### src/rtl/stack_pkg.sv
//////////////////////////////////////////////////////////////////////
// stack coprocessor shared definitions
// sizes, register map, stack word opcodes and bus response codes
//////////////////////////////////////////////////////////////////////
`default_nettype none

package stack_pkg;

    localparam int depth   = 16;                  // stack cells
    localparam int cell_w  = 32;                  // bits per cell
    localparam int depth_w = $clog2(depth + 1);   // holds 0..depth
    localparam int addr_w  = $clog2(depth);       // cell index

    typedef logic [cell_w-1:0] cell_t;

    typedef enum logic [3:0] {
        op_drop = 4'd0,
        op_dup  = 4'd1,
        op_swap = 4'd2,
        op_over = 4'd3,
        op_add  = 4'd4,
        op_sub  = 4'd5,     // nos - tos
        op_and  = 4'd6,
        op_or   = 4'd7,
        op_xor  = 4'd8,
        op_clr  = 4'd9,
        op_push = 4'd15     // from a data register write only
    } opcode_e;

    localparam logic [3:0] reg_cmd    = 4'h0;   // write: opcode in bits 3..0
    localparam logic [3:0] reg_data   = 4'h4;   // write: push cell
    localparam logic [3:0] reg_tos    = 4'h8;   // read: top cell, 0 if empty
    localparam logic [3:0] reg_status = 4'hC;   // read: status word

    // status word: depth in 4..0, empty 8, full 9, sticky err 16, rest zero
    localparam int st_empty = 8;
    localparam int st_full  = 9;
    localparam int st_err   = 16;

    localparam logic [1:0] delta_zero = 2'b00;  // depth unchanged
    localparam logic [1:0] delta_inc  = 2'b01;  // +1
    localparam logic [1:0] delta_dec  = 2'b11;  // -1, two's complement

    typedef enum logic [1:0] {
        resp_okay   = 2'b00,
        resp_slverr = 2'b10
    } resp_e;

endpackage

`default_nettype wire
### src/rtl/stack_unit_top.sv
//////////////////////////////////////////////////////////////////////
// stack coprocessor top, AXI4-Lite slave
//////////////////////////////////////////////////////////////////////
`default_nettype none

module stack_unit_top
    import stack_pkg::*;
(
    input  wire logic        clk,
    input  wire logic        arst_n,
    input  wire logic        awvalid,
    output logic             awready,
    input  wire logic [3:0]  awaddr,
    input  wire logic        wvalid,
    output logic             wready,
    input  wire logic [31:0] wdata,
    output logic             bvalid,
    input  wire logic        bready,
    output logic [1:0]       bresp,
    input  wire logic        arvalid,
    output logic             arready,
    input  wire logic [3:0]  araddr,
    output logic             rvalid,
    input  wire logic        rready,
    output logic [31:0]      rdata,
    output logic [1:0]       rresp
);

    opcode_e            op;
    resp_e              bresp_e;
    resp_e              rresp_e;
    cell_t              push_data;
    cell_t              tos;
    cell_t              nos;
    cell_t              res_top;
    cell_t              res_nos;
    logic               exec;
    logic               clr;
    logic               fault;
    logic               err;
    logic               we_top;
    logic               we_nos;
    logic [1:0]         need;
    logic [1:0]         delta;
    logic [depth_w-1:0] depth;
    logic [addr_w-1:0]  top_addr;
    logic [addr_w-1:0]  nos_addr;
    logic [addr_w-1:0]  new_top_addr;
    logic [addr_w-1:0]  new_nos_addr;

    assign bresp = bresp_e;
    assign rresp = rresp_e;

    stack_ctrl i_ctrl (
        .clk, .arst_n, .awvalid, .awaddr, .wvalid, .wdata, .bready, .fault,
        .awready, .wready, .bvalid, .bresp(bresp_e), .op, .push_data,
        .exec, .clr, .need, .delta, .we_top, .we_nos, .err
    );

    stack_ptr i_ptr (
        .clk, .arst_n, .exec, .clr, .need, .delta, .fault, .depth,
        .top_addr, .nos_addr, .new_top_addr, .new_nos_addr
    );

    stack_mem i_mem (
        .clk, .top_addr, .nos_addr,
        .we_top, .wtop_addr(new_top_addr), .wtop_data(res_top),   // writes at post-word slots
        .we_nos, .wnos_addr(new_nos_addr), .wnos_data(res_nos),
        .tos, .nos
    );

    stack_alu i_alu (
        .op, .tos, .nos, .push_data, .res_top, .res_nos
    );

    stack_readback i_readback (
        .clk, .arst_n, .arvalid, .araddr, .rready, .tos, .depth, .err,
        .arready, .rvalid, .rdata, .rresp(rresp_e)
    );

endmodule

`default_nettype wire

### src/rtl/stack_readback.sv
//////////////////////////////////////////////////////////////////////
// AXI4-Lite read channel
// registers top of stack or status word for one outstanding read
//////////////////////////////////////////////////////////////////////
`default_nettype none

module stack_readback
    import stack_pkg::*;
(
    input  wire logic               clk,
    input  wire logic               arst_n,
    input  wire logic               arvalid,
    input  wire logic [3:0]         araddr,
    input  wire logic               rready,
    input  wire cell_t              tos,
    input  wire logic [depth_w-1:0] depth,
    input  wire logic               err,
    output logic                    arready,
    output logic                    rvalid,
    output cell_t                   rdata,
    output resp_e                   rresp
);

    logic  empty;
    logic  full;
    cell_t status;

    assign empty   = (depth == '0);
    assign full    = (depth == depth_w'(stack_pkg::depth));
    assign arready = !rvalid;           // one read in flight

    always_comb begin
        status                = '0;
        status[depth_w-1:0]   = depth;
        status[st_empty]      = empty;
        status[st_full]       = full;
        status[st_err]        = err;
    end

    always_ff @(posedge clk or negedge arst_n) begin
        if (!arst_n) begin
            rvalid <= 1'b0;
        end else if (arvalid && arready) begin
            rvalid <= 1'b1;
        end else if (rready) begin
            rvalid <= 1'b0;
        end
    end

    always_ff @(posedge clk) begin
        if (arvalid && arready) begin
            case (araddr)
                reg_tos: begin
                    rdata <= empty ? '0 : tos;  // stale cell hidden
                    rresp <= resp_okay;
                end
                reg_status: begin
                    rdata <= status;
                    rresp <= resp_okay;
                end
                default: begin
                    rdata <= '0;
                    rresp <= resp_slverr;
                end
            endcase
        end
    end

    a_r_hold: assert property (
        @(posedge clk) disable iff (!arst_n)
        rvalid && !rready |=> $stable(rdata)
    );

endmodule

`default_nettype wire

### src/rtl/stack_ctrl.sv
//////////////////////////////////////////////////////////////////////
// stack word control FSM on the AXI4-Lite write channel
// latches a write, decodes and executes the word, returns the B response
//////////////////////////////////////////////////////////////////////
`default_nettype none

module stack_ctrl
    import stack_pkg::*;
(
    input  wire logic        clk,
    input  wire logic        arst_n,
    input  wire logic        awvalid,
    input  wire logic [3:0]  awaddr,
    input  wire logic        wvalid,
    input  wire cell_t       wdata,
    input  wire logic        bready,
    input  wire logic        fault,
    output logic             awready,
    output logic             wready,
    output logic             bvalid,
    output resp_e            bresp,
    output opcode_e          op,
    output cell_t            push_data,
    output logic             exec,
    output logic             clr,
    output logic [1:0]       need,
    output logic [1:0]       delta,
    output logic             we_top,
    output logic             we_nos,
    output logic             err
);

    typedef enum logic [1:0] {st_idle, st_exec, st_resp} state_e;

    state_e     state;
    logic [3:0] addr_q;         // latched write offset
    cell_t      data_q;         // latched write data
    logic       valid_word;
    logic       wr_top;
    logic       wr_nos;
    logic       is_clr;

    // aw and w accepted together only
    assign awready   = (state == st_idle) && awvalid && wvalid;
    assign wready    = awready;
    assign exec      = (state == st_exec);
    assign push_data = data_q;
    assign op        = (addr_q == reg_data) ? op_push : opcode_e'(data_q[3:0]);

    always_comb begin
        need       = 2'd0;
        delta      = delta_zero;
        wr_top     = 1'b0;
        wr_nos     = 1'b0;
        is_clr     = 1'b0;
        valid_word = 1'b1;
        if (addr_q == reg_data) begin
            delta  = delta_inc;                 // push
            wr_top = 1'b1;
        end else if (addr_q == reg_cmd) begin
            case (op)
                op_drop: begin
                    need  = 2'd1;
                    delta = delta_dec;
                end
                op_dup: begin
                    need   = 2'd1;
                    delta  = delta_inc;
                    wr_top = 1'b1;
                end
                op_swap: begin
                    need   = 2'd2;
                    wr_top = 1'b1;
                    wr_nos = 1'b1;
                end
                op_over: begin
                    need   = 2'd2;
                    delta  = delta_inc;
                    wr_top = 1'b1;
                end
                op_add, op_sub, op_and, op_or, op_xor: begin
                    need   = 2'd2;
                    delta  = delta_dec;         // two in, one out
                    wr_top = 1'b1;
                end
                op_clr:  is_clr = 1'b1;
                default: valid_word = 1'b0;     // incl. push code via cmd
            endcase
        end else begin
            valid_word = 1'b0;                  // unmapped or read-only offset
        end
    end

    // refused words leave the cells alone
    assign we_top = exec && wr_top && !fault;
    assign we_nos = exec && wr_nos && !fault;
    assign clr    = exec && is_clr;

    always_ff @(posedge clk or negedge arst_n) begin
        if (!arst_n) begin
            state  <= st_idle;
            bvalid <= 1'b0;
            err    <= 1'b0;
        end else begin
            case (state)
                st_idle: if (awready) state <= st_exec;
                st_exec: begin
                    state  <= st_resp;
                    bvalid <= 1'b1;
                    if (is_clr) err <= 1'b0;
                    else if (valid_word && fault) err <= 1'b1;  // sticky
                end
                default: if (bready) begin
                    state  <= st_idle;
                    bvalid <= 1'b0;
                end
            endcase
        end
    end

    always_ff @(posedge clk) begin
        if (awready) begin
            addr_q <= awaddr;
            data_q <= wdata;
        end
        if (exec) begin
            bresp <= (!valid_word || fault) ? resp_slverr : resp_okay;
        end
    end

    a_b_hold: assert property (
        @(posedge clk) disable iff (!arst_n)
        bvalid && !bready |=> bvalid && $stable(bresp)
    );

endmodule

`default_nettype wire

### src/rtl/stack_alu.sv
//////////////////////////////////////////////////////////////////////
// stack word datapath
// new top and new next cell values per opcode, combinational
//////////////////////////////////////////////////////////////////////
`default_nettype none

module stack_alu
    import stack_pkg::*;
(
    input  wire opcode_e op,
    input  wire cell_t   tos,
    input  wire cell_t   nos,
    input  wire cell_t   push_data,
    output cell_t        res_top,
    output cell_t        res_nos
);

    always_comb begin
        res_top = tos;                          // hold unless word writes
        res_nos = nos;
        case (op)
            op_push: res_top = push_data;
            op_dup:  res_top = tos;
            op_swap: begin
                res_top = nos;
                res_nos = tos;
            end
            op_over: res_top = nos;             // copy next onto top
            op_add:  res_top = nos + tos;       // wraps mod 2^32
            op_sub:  res_top = nos - tos;       // nos minus tos
            op_and:  res_top = nos & tos;
            op_or:   res_top = nos | tos;
            op_xor:  res_top = nos ^ tos;
            default: begin
                res_top = tos;                  // drop, clr, unused codes
                res_nos = nos;
            end
        endcase
    end

endmodule

`default_nettype wire

### src/rtl/stack_ptr.sv
//////////////////////////////////////////////////////////////////////
// stack depth counter
// checks operand and room needs, derives current and next cell addresses
//////////////////////////////////////////////////////////////////////
`default_nettype none

module stack_ptr
    import stack_pkg::*;
(
    input  wire logic               clk,
    input  wire logic               arst_n,
    input  wire logic               exec,           // one-cycle word strobe
    input  wire logic               clr,
    input  wire logic [1:0]         need,           // operands required
    input  wire logic [1:0]         delta,          // depth step code
    output logic                    fault,
    output logic [depth_w-1:0]      depth,
    output logic [addr_w-1:0]       top_addr,
    output logic [addr_w-1:0]       nos_addr,
    output logic [addr_w-1:0]       new_top_addr,
    output logic [addr_w-1:0]       new_nos_addr
);

    logic [depth_w-1:0] depth_q;
    logic [depth_w-1:0] depth_nx;       // depth after this word
    logic [depth_w-1:0] cur_top;
    logic [depth_w-1:0] cur_nos;
    logic [depth_w-1:0] nx_top;
    logic [depth_w-1:0] nx_nos;
    logic               full;

    assign full     = (depth_q == depth_w'(stack_pkg::depth));
    assign depth_nx = depth_q + {{(depth_w - 2){delta[1]}}, delta};    // sign extended step

    // underflow or overflow, word gets refused
    assign fault = ({3'b000, need} > depth_q) || ((delta == delta_inc) && full);

    // top sits at depth-1, next at depth-2, wrapping when shallow
    assign cur_top = depth_q - depth_w'(1);
    assign cur_nos = depth_q - depth_w'(2);
    assign nx_top  = depth_nx - depth_w'(1);
    assign nx_nos  = depth_nx - depth_w'(2);

    assign top_addr     = cur_top[addr_w-1:0];
    assign nos_addr     = cur_nos[addr_w-1:0];
    assign new_top_addr = nx_top[addr_w-1:0];
    assign new_nos_addr = nx_nos[addr_w-1:0];
    assign depth        = depth_q;

    always_ff @(posedge clk or negedge arst_n) begin
        if (!arst_n) begin
            depth_q <= '0;
        end else if (clr) begin
            depth_q <= '0;                      // empties stack
        end else if (exec && !fault) begin
            depth_q <= depth_nx;
        end
    end

    a_depth_bound: assert property (
        @(posedge clk) disable iff (!arst_n) depth_q <= depth_w'(stack_pkg::depth)
    );

endmodule

`default_nettype wire

### src/rtl/stack_mem.sv
//////////////////////////////////////////////////////////////////////
// stack cell array, LUT based
// two combinational reads (top, next) and two clocked writes
//////////////////////////////////////////////////////////////////////
`default_nettype none

module stack_mem
    import stack_pkg::*;
(
    input  wire logic              clk,
    input  wire logic [addr_w-1:0] top_addr,    // current top cell
    input  wire logic [addr_w-1:0] nos_addr,    // current next cell
    input  wire logic              we_top,
    input  wire logic [addr_w-1:0] wtop_addr,
    input  wire cell_t             wtop_data,
    input  wire logic              we_nos,
    input  wire logic [addr_w-1:0] wnos_addr,
    input  wire cell_t             wnos_data,
    output cell_t                  tos,
    output cell_t                  nos
);

    cell_t cells [depth];   // no reset on contents

    // async reads so a word finishes in its single exec cycle
    assign tos = cells[top_addr];
    assign nos = cells[nos_addr];

    always_ff @(posedge clk) begin
        if (we_top) begin
            cells[wtop_addr] <= wtop_data;      // new top
        end
        if (we_nos) begin
            cells[wnos_addr] <= wnos_data;      // swap only
        end
    end

    // both ports land on distinct cells, else one write would be lost
    a_wr_ports_distinct: assert property (
        @(posedge clk) !(we_top && we_nos && (wtop_addr == wnos_addr))
    );

endmodule

`default_nettype wire

### config.mk
export PLATFORM = sky130hd
export DESIGN_NAME = stack_unit_top
export DESIGN_NICKNAME = d
export VERILOG_FILES = /design/src/rtl/stack_pkg.sv /design/src/rtl/stack_unit_top.sv /design/src/rtl/stack_readback.sv /design/src/rtl/stack_ctrl.sv /design/src/rtl/stack_alu.sv /design/src/rtl/stack_ptr.sv /design/src/rtl/stack_mem.sv
export SDC_FILE = /design/constraint.sdc
export NUM_CORES = 2
export LEC_CHECK = 0
export BUFFER_PORTS_ARGS = -buffer_cell sky130_fd_sc_hd__buf_4
export CAP_MARGIN = 5
export CORE_MARGIN = 5
export CORE_UTILIZATION = 55
export DETAILED_ROUTE_END_ITERATION = 8
export GPL_TIMING_DRIVEN = 0
export PLACE_DENSITY = 0.69
export SYNTH_ARGS = -nofsm -noshare
export SYNTH_HDL_FRONTEND = slang
export SYNTH_SLANG_ARGS = --single-unit
export TNS_END_PERCENT = 20
### constraint.sdc
create_clock -name clk -period 12 [get_ports clk]
set_clock_uncertainty 0.1 [all_clocks]
set_input_delay 3.6 -clock clk [delete_from_list [all_inputs] [get_ports clk]]
set_output_delay 3.6 -clock clk [all_outputs]
set_load 0.01 [all_outputs]
# Yosys cells after proc, flatten, opt, wreduce, memory -nomap -nowiden

Memories as Yosys holds them, arrays and structs flattened.
Cells that the tools add are included.

Register bits after elaboration: 82
RAM bits: 512
Input bits: 47
Output and inout bits: 41
Word-level logic and storage cells: 116
Memories: 1

Add/sub/neg operators: 7
Order comparisons: 1
Equal/unequal tests: 17
Muxes and demuxes: 40
Bitwise gates (word level): 4
Reductions and logical operators: 36

Memories:

| memory      | depth | width | rd ports | clocked after memory_dff | wr ports | line            | text |
|---|---|---|---|---|---|---|---|
| i_mem.cells | 16    | 32    | 2        | 0                        | 2        | stack_mem.sv:23 | `cell_t cells [depth];` |

Operators with widths:

| kind                                                                  | number |
|---|---|
| 32-bit one-hot mux with 7 select lines                                | 1 |
| 32-bit 2-to-1 mux                                                     | 2 |
| 32-bit one-hot mux with 2 select lines                                | 1 |
| 32-bit adder                                                          | 1 |
| 32-bit AND                                                            | 1 |
| 32-bit bitwise OR                                                     | 1 |
| 32-bit subtractor                                                     | 1 |
| 32-bit XOR                                                            | 1 |
| 1-bit 2-to-1 mux                                                      | 21 |
| 4-bit by 3-bit equality test with 1-bit output, second input constant | 5 |
| 4-bit equality test, second input constant                            | 5 |
| 2-bit 2-to-1 mux                                                      | 8 |
| 2-bit one-hot mux with 2 select lines                                 | 3 |
| 1-bit logical AND                                                     | 11 |
| 5-bit 2-to-1 mux                                                      | 2 |
| 10-bit OR reduction                                                   | 1 |
| 4-bit by 2-bit equality test with 1-bit output, second input constant | 2 |
| 4-bit logical NOT                                                     | 2 |
| 2-bit nonzero test                                                    | 4 |
| 2-bit OR reduction                                                    | 4 |
| 8-bit OR reduction                                                    | 1 |
| 4-bit by 1-bit subtractor with 4-bit output, second input constant    | 2 |
| 4-bit by 2-bit subtractor with 4-bit output, second input constant    | 2 |
| 7-bit OR reduction                                                    | 1 |
| 16 further kinds                                                      | 22 |

# Logic depth before layout (Yosys ltp)

Word-level depth: 14
Depth in mapped cells: 35
Gate-level depth less buffers: 25

# Modules after synthesis

From an unflattened synthesis, not the netlist that was laid out.

Cells, all modules: 2730
Area, all modules: 38175.4 um2

By module, submodules not included:

| module         | instances | cells an instance | area each (um2) | sequential area each (um2) |
|---|---|---|---|---|
| stack_mem      | 1         | 1732              | 29632.2         | 15374.7 |
| stack_alu      | 1         | 741               | 4983.5          | 0.0 |
| stack_ctrl     | 1         | 91                | 1521.5          | 1211.2 |
| stack_readback | 1         | 98                | 1423.9          | 1016.0 |
| stack_ptr      | 1         | 68                | 614.3           | 125.1 |

# Least setup slack after synthesis

OpenSTA, ideal clock, no wires.

Kind: input port to output port
Start point: input port wvalid
End point: output port wready
Arrival time: 4.892 ns
Data required time: 8.300 ns
Slack: 3.408 ns
Stages on the path: 2
Path buffers: 1
Cells stage by stage: and3_1 -> buf_4

Word-level cells in the longest chain between the ends: 1

Ends and longest elaborated chain:

| element           | line                 | text |
|---|---|---|
| from (decl)       | stack_unit_top.sv:14 | `input wire logic wvalid,` |
| 1-bit logical AND | stack_ctrl.sv:44     | `assign awready = (state == st_idle) && awvalid && wvalid;` |
| to (decl)         | stack_unit_top.sv:15 | `output logic wready,` |

No other way between the ends.

==> results.py <==
metrics = {
    "run_status": {
        "status": "finished clean",
    },
    "critical_path": {
        "r2r-end": "i_mem.cells[7][26]",
        "start_kind": "flip-flop",
        "rrSetupSlack_ps": 220,
        "setup.worst_path.class": "flip-flop to flip-flop",
        "reg2regPathDepth": 32,
        "critPathMaxFanout": 28,
        "cp_slowest_stage_delay_ps": 1150,
        "crit_top_cell": "buf_2",
        "crit_arrival_ps": 12040,
        "critPathBufInv": 11,
        "cp_top_family": "buffers and inverters",
        "r2r_start": "i_ptr.depth[1]",
        "worstSetupEndpointType": "flip-flop",
        "critPathSlowestCell": "a221oi_1",
        "critPathRequiredTime_ps": 12260,
    },
    "yosys": {
        "ys_seq_elements": 592,
        "ys_async_sr_fraction_pct": 1.689,
        "seq_area_frac_synth_pct": 47.59,
        "yosys_warnings": 0,
        "ys_top_cells_by_area": "edfxtp_1 (47%), mux4_2 (18%), o21ai_0 (6.0%)",
        "synth_cell_types": 74,
        "synthFlopType": "edfxtp_1",
        "synth_cells": 3250,
        "synth_top_cell_by_area": "edfxtp_1",
        "synth_area_per_cell_um2": 11.46,
        "syn-cell-area_um2": 37250,
        "synth_edf_count": 582,
        "synth_top_area_share_pct": 46.92,
    },
    "cts": {
        "cts_hold_buf": 0,
        "worstSkewPairLatency_ps": 660,
        "cts_tree": "yes",
        "clk_pin_slew_ps": 60,
        "cts_sinks": 592,
        "numCtsBuffers": 68,
        "clk_path_buf_depth": 3,
        "post-cts-setup-buffer-count": 0,
        "root_buffer": "clkbuf_16",
        "htree_levels": 3,
    },
    "layout": {
        "final_util_pct": 62.35,
        "nNetsFinal": 3582,
        "regArea_um2": 17730,
        "layout-drive-gt1-share_pct": 17.75,
        "multi_input_area_um2": 18150,
        "syn_to_final_growth_pct": 12.42,
        "fill_cells": 5295,
    },
    "drt": {
        "wl_met1_mm": 54.21,
        "drt_wl_total_mm": 150.9,
        "dr_wl_met2_mm": 60.09,
        "dr.max_layer_used": "met5",
        "dr_wl_met3_mm": 27.53,
        "drt_iter0_drc": 5681,
        "first_pass_iters": 8,
        "post_drt_wl_per_cell_um": 34.68,
        "ant_nets": 0,
        "viasPerCell": 7.322,
        "drcViolationCount": 0,
        "vias": 31867,
    },
    "timing": {
        "rsz0062_at_grt": "false",
        "setup_viol": 0,
        "finalHoldViolCount": 0,
        "fin_crit_ps": 11780,
        "relSlewSlack_pct": 3.550,
        "period_share_pct": 98.17,
        "worst_pin_slew_ps": 1447,
        "slew_viol_final": 0,
        "clock.fmax_mhz": 84.89,
    },
    "place": {
        "place.port_buffers": 85,
        "dp_hpwl_mm": 112.5,
        "place.gp.congestion": 0.9972,
    },
    "floorplanning": {
        "start_util_pct": 55.46,
        "ioPinCount": 88,
        "std_cell_rows": 95,
        "die_x_um": 270.2,
        "die_h_um": 270.2,
        "dieArea_um2": 73030,
        "core_area_um2": 67160,
    },
    "min_path": {
        "min_from": "i_ctrl.err",
        "hold_depth": 2,
        "hold_end": "i_ctrl.err",
        "hp-class": "flip-flop to flip-flop",
    },
    "flow_run": {
        "cap_violations": 0,
    },
    "grt": {
        "grt_usage_pct": 40.13,
        "grt_pass1_wl_mm": 211.9,
        "overflow": 0,
        "grt_max_degree": 40,
        "grt_pass1_vias": 29665,
        "antenna_found_initial": 4,
    },
}
[timing repair]
| action | in CTS | in global routing |
|---|---|---|
| setup endpoints to repair | 400 | 150 |
| resized for setup | 16 | 11 |
| pin swaps | 0 | 0 |
[routing by layer]
metal  track usage, %  vias up
met1            54.91    15531
met5                0        -
li1                 -    12749
met4            18.05        4
met2            54.10     3102
met3            19.78      481
[cell families (layout without fill, tap and decap cells)]
group           after synthesis  after routing  synth area share (%)
mux                         347            347                 19.31
xor+xnor                     64             64                 1.505
fa+ha+maj                   111            111                 3.769
other cells                   1              5               0.01007
simple gates                858            858                 9.426
compound gates              894            894                 14.08
flops                       592            592                 47.59
buf+inv                     383            608                 4.313
[metrics by stage]
| step | hold slack (ps) | std cells | worst slack [ps] | TNS [ps] | area [um2] |
|---|---|---|---|---|---|
| after global placement | 402.6 | 4209 | -2175 | -406840 | 38980 |
| after detailed placement | 408.2 | 4229 | -2101 | -389700 | 39590 |
| final | 425.3 | 4352 | 219.6 | 0 | 41870 |
| after CTS | 421.5 | 4350 | 14.07 | 0 | 41840 |
| after floorplan | 362.4 | 3251 | 3408 | 0 | 37250 |
| after global routing | 447.1 | 4349 | 196.3 | 0 | 41870 |
[cells in the mapped netlist, types with 4 or more instances]
master and n:
edfxtp_1 582, nand2_1 520, o21ai_0 446, mux4_2 293, clkbuf_1 237, nor2_1 231, a21oi_1 145, ha_1 109
inv_1 79, a211oi_1 58, xnor2_1 48, mux2i_1 38, a31oi_1 36, a221oi_1 31, o21ai_1 31, buf_2 30
a21o_1 23, o211ai_1 21, o22ai_1 21, nand3_1 19, xor2_1 16, nand2b_1 14, mux2_2 13, nor3_1 13
buf_6 12, a222oi_1 11, and3_1 11, buf_1 11, buf_4 11, o21ai_2 11, dfrtp_1 10, nor2b_1 10
nand4_1 8, o31ai_1 8, o21bai_1 7, and2_1 6, o21a_1 6, a211o_1 4, a21boi_0 4, nand3b_1 4
o2111ai_1 4, o31a_1 4, or3_1 4
[cell usage in the layout, fill, tap and decap left out, types with 10 or more instances in the layout]
cell type / Yosys / final
o21ai_2: 11 / 11
nand2b_1: 14 / 14
a221oi_1: 31 / 30
clkbuf_16: 0 / 70
o211ai_1: 21 / 21
buf_1: 11 / 10
mux2_2: 13 / 13
a21o_1: 23 / 23
ha_1: 109 / 109
a222oi_1: 11 / 11
clkinv_1: 1 / 15
o21ai_4: 0 / 14
xor2_1: 16 / 15
a21oi_1: 145 / 145
nor2_1: 231 / 231
mux2i_1: 38 / 38
mux4_2: 293 / 293
o21ai_1: 31 / 32
dfrtp_1: 10 / 10
nand3_1: 19 / 19
and3_1: 11 / 10
edfxtp_1: 582 / 582
clkbuf_1: 237 / 239
inv_1: 79 / 79
a31oi_1: 36 / 36
nor3_1: 13 / 13
xnor2_1: 48 / 46
o21ai_0: 446 / 431
buf_2: 30 / 30
buf_6: 12 / 14
nand2_1: 520 / 520
buf_4: 11 / 96
a211oi_1: 58 / 57
o22ai_1: 21 / 20
[how the worst max path moves through the flow]
stage | endpoint | cells after the start | from | slack [ps]
finish | i_mem.cells[7][26] | 32 | i_ptr.depth[1] | 220
global route | i_mem.cells[10][29] | 32 | i_ptr.depth[1] | 200
CTS | i_mem.cells[10][29] | 31 | i_ptr.depth[0] | 10
detailed placement | i_mem.cells[7][30] | 34 | i_ptr.depth[1] | -2100
global placement | i_mem.cells[10][30] | 33 | i_ptr.depth[1] | -2170
floorplan | wready | 2 | wvalid | 3410
[sequential cells by signal, indices dropped and copies added (netlist names)]
register and count:
i_readback.rdata 32, i_ptr.depth 5, i_ctrl.bvalid 1, i_ctrl.push_data 32
i_mem.cells 512, i_readback.rresp 1, i_ctrl.err 1, i_ctrl.bresp 1
i_ctrl.addr_q 4, i_readback.rvalid 1, i_ctrl.state 2
[worst register-to-register path: cells and delay by family (launching register included)]
family                   cells  cell delay, ps
AO/OA/AOI/OAI                9            3310
XOR/XNOR                     3             780
adder cells (fa/ha/maj)      3             910
AND/OR/NAND/NOR              6            1240
flip-flops                   1             720
buffers and inverters       11            4460
[area by class of cell]
| class | instances | area share, % |
|---|---|---|
| clock inverters | 35 | 0.8875 |
| multi-input cells | 2276 | 43.35 |
| plain buffers | 297 | 3.120 |
| diodes | 3 | 0.01793 |
| repair buffers | 107 | 2.531 |
| inverters | 82 | 0.7411 |
| flip-flops and latches | 592 | 42.34 |
| clock buffers | 87 | 4.407 |
| well taps | 873 | 2.609 |
Power is left out: the tool's default activity adds up to more than one toggle a clock period on the data nets, which glitch-free logic cannot reach.
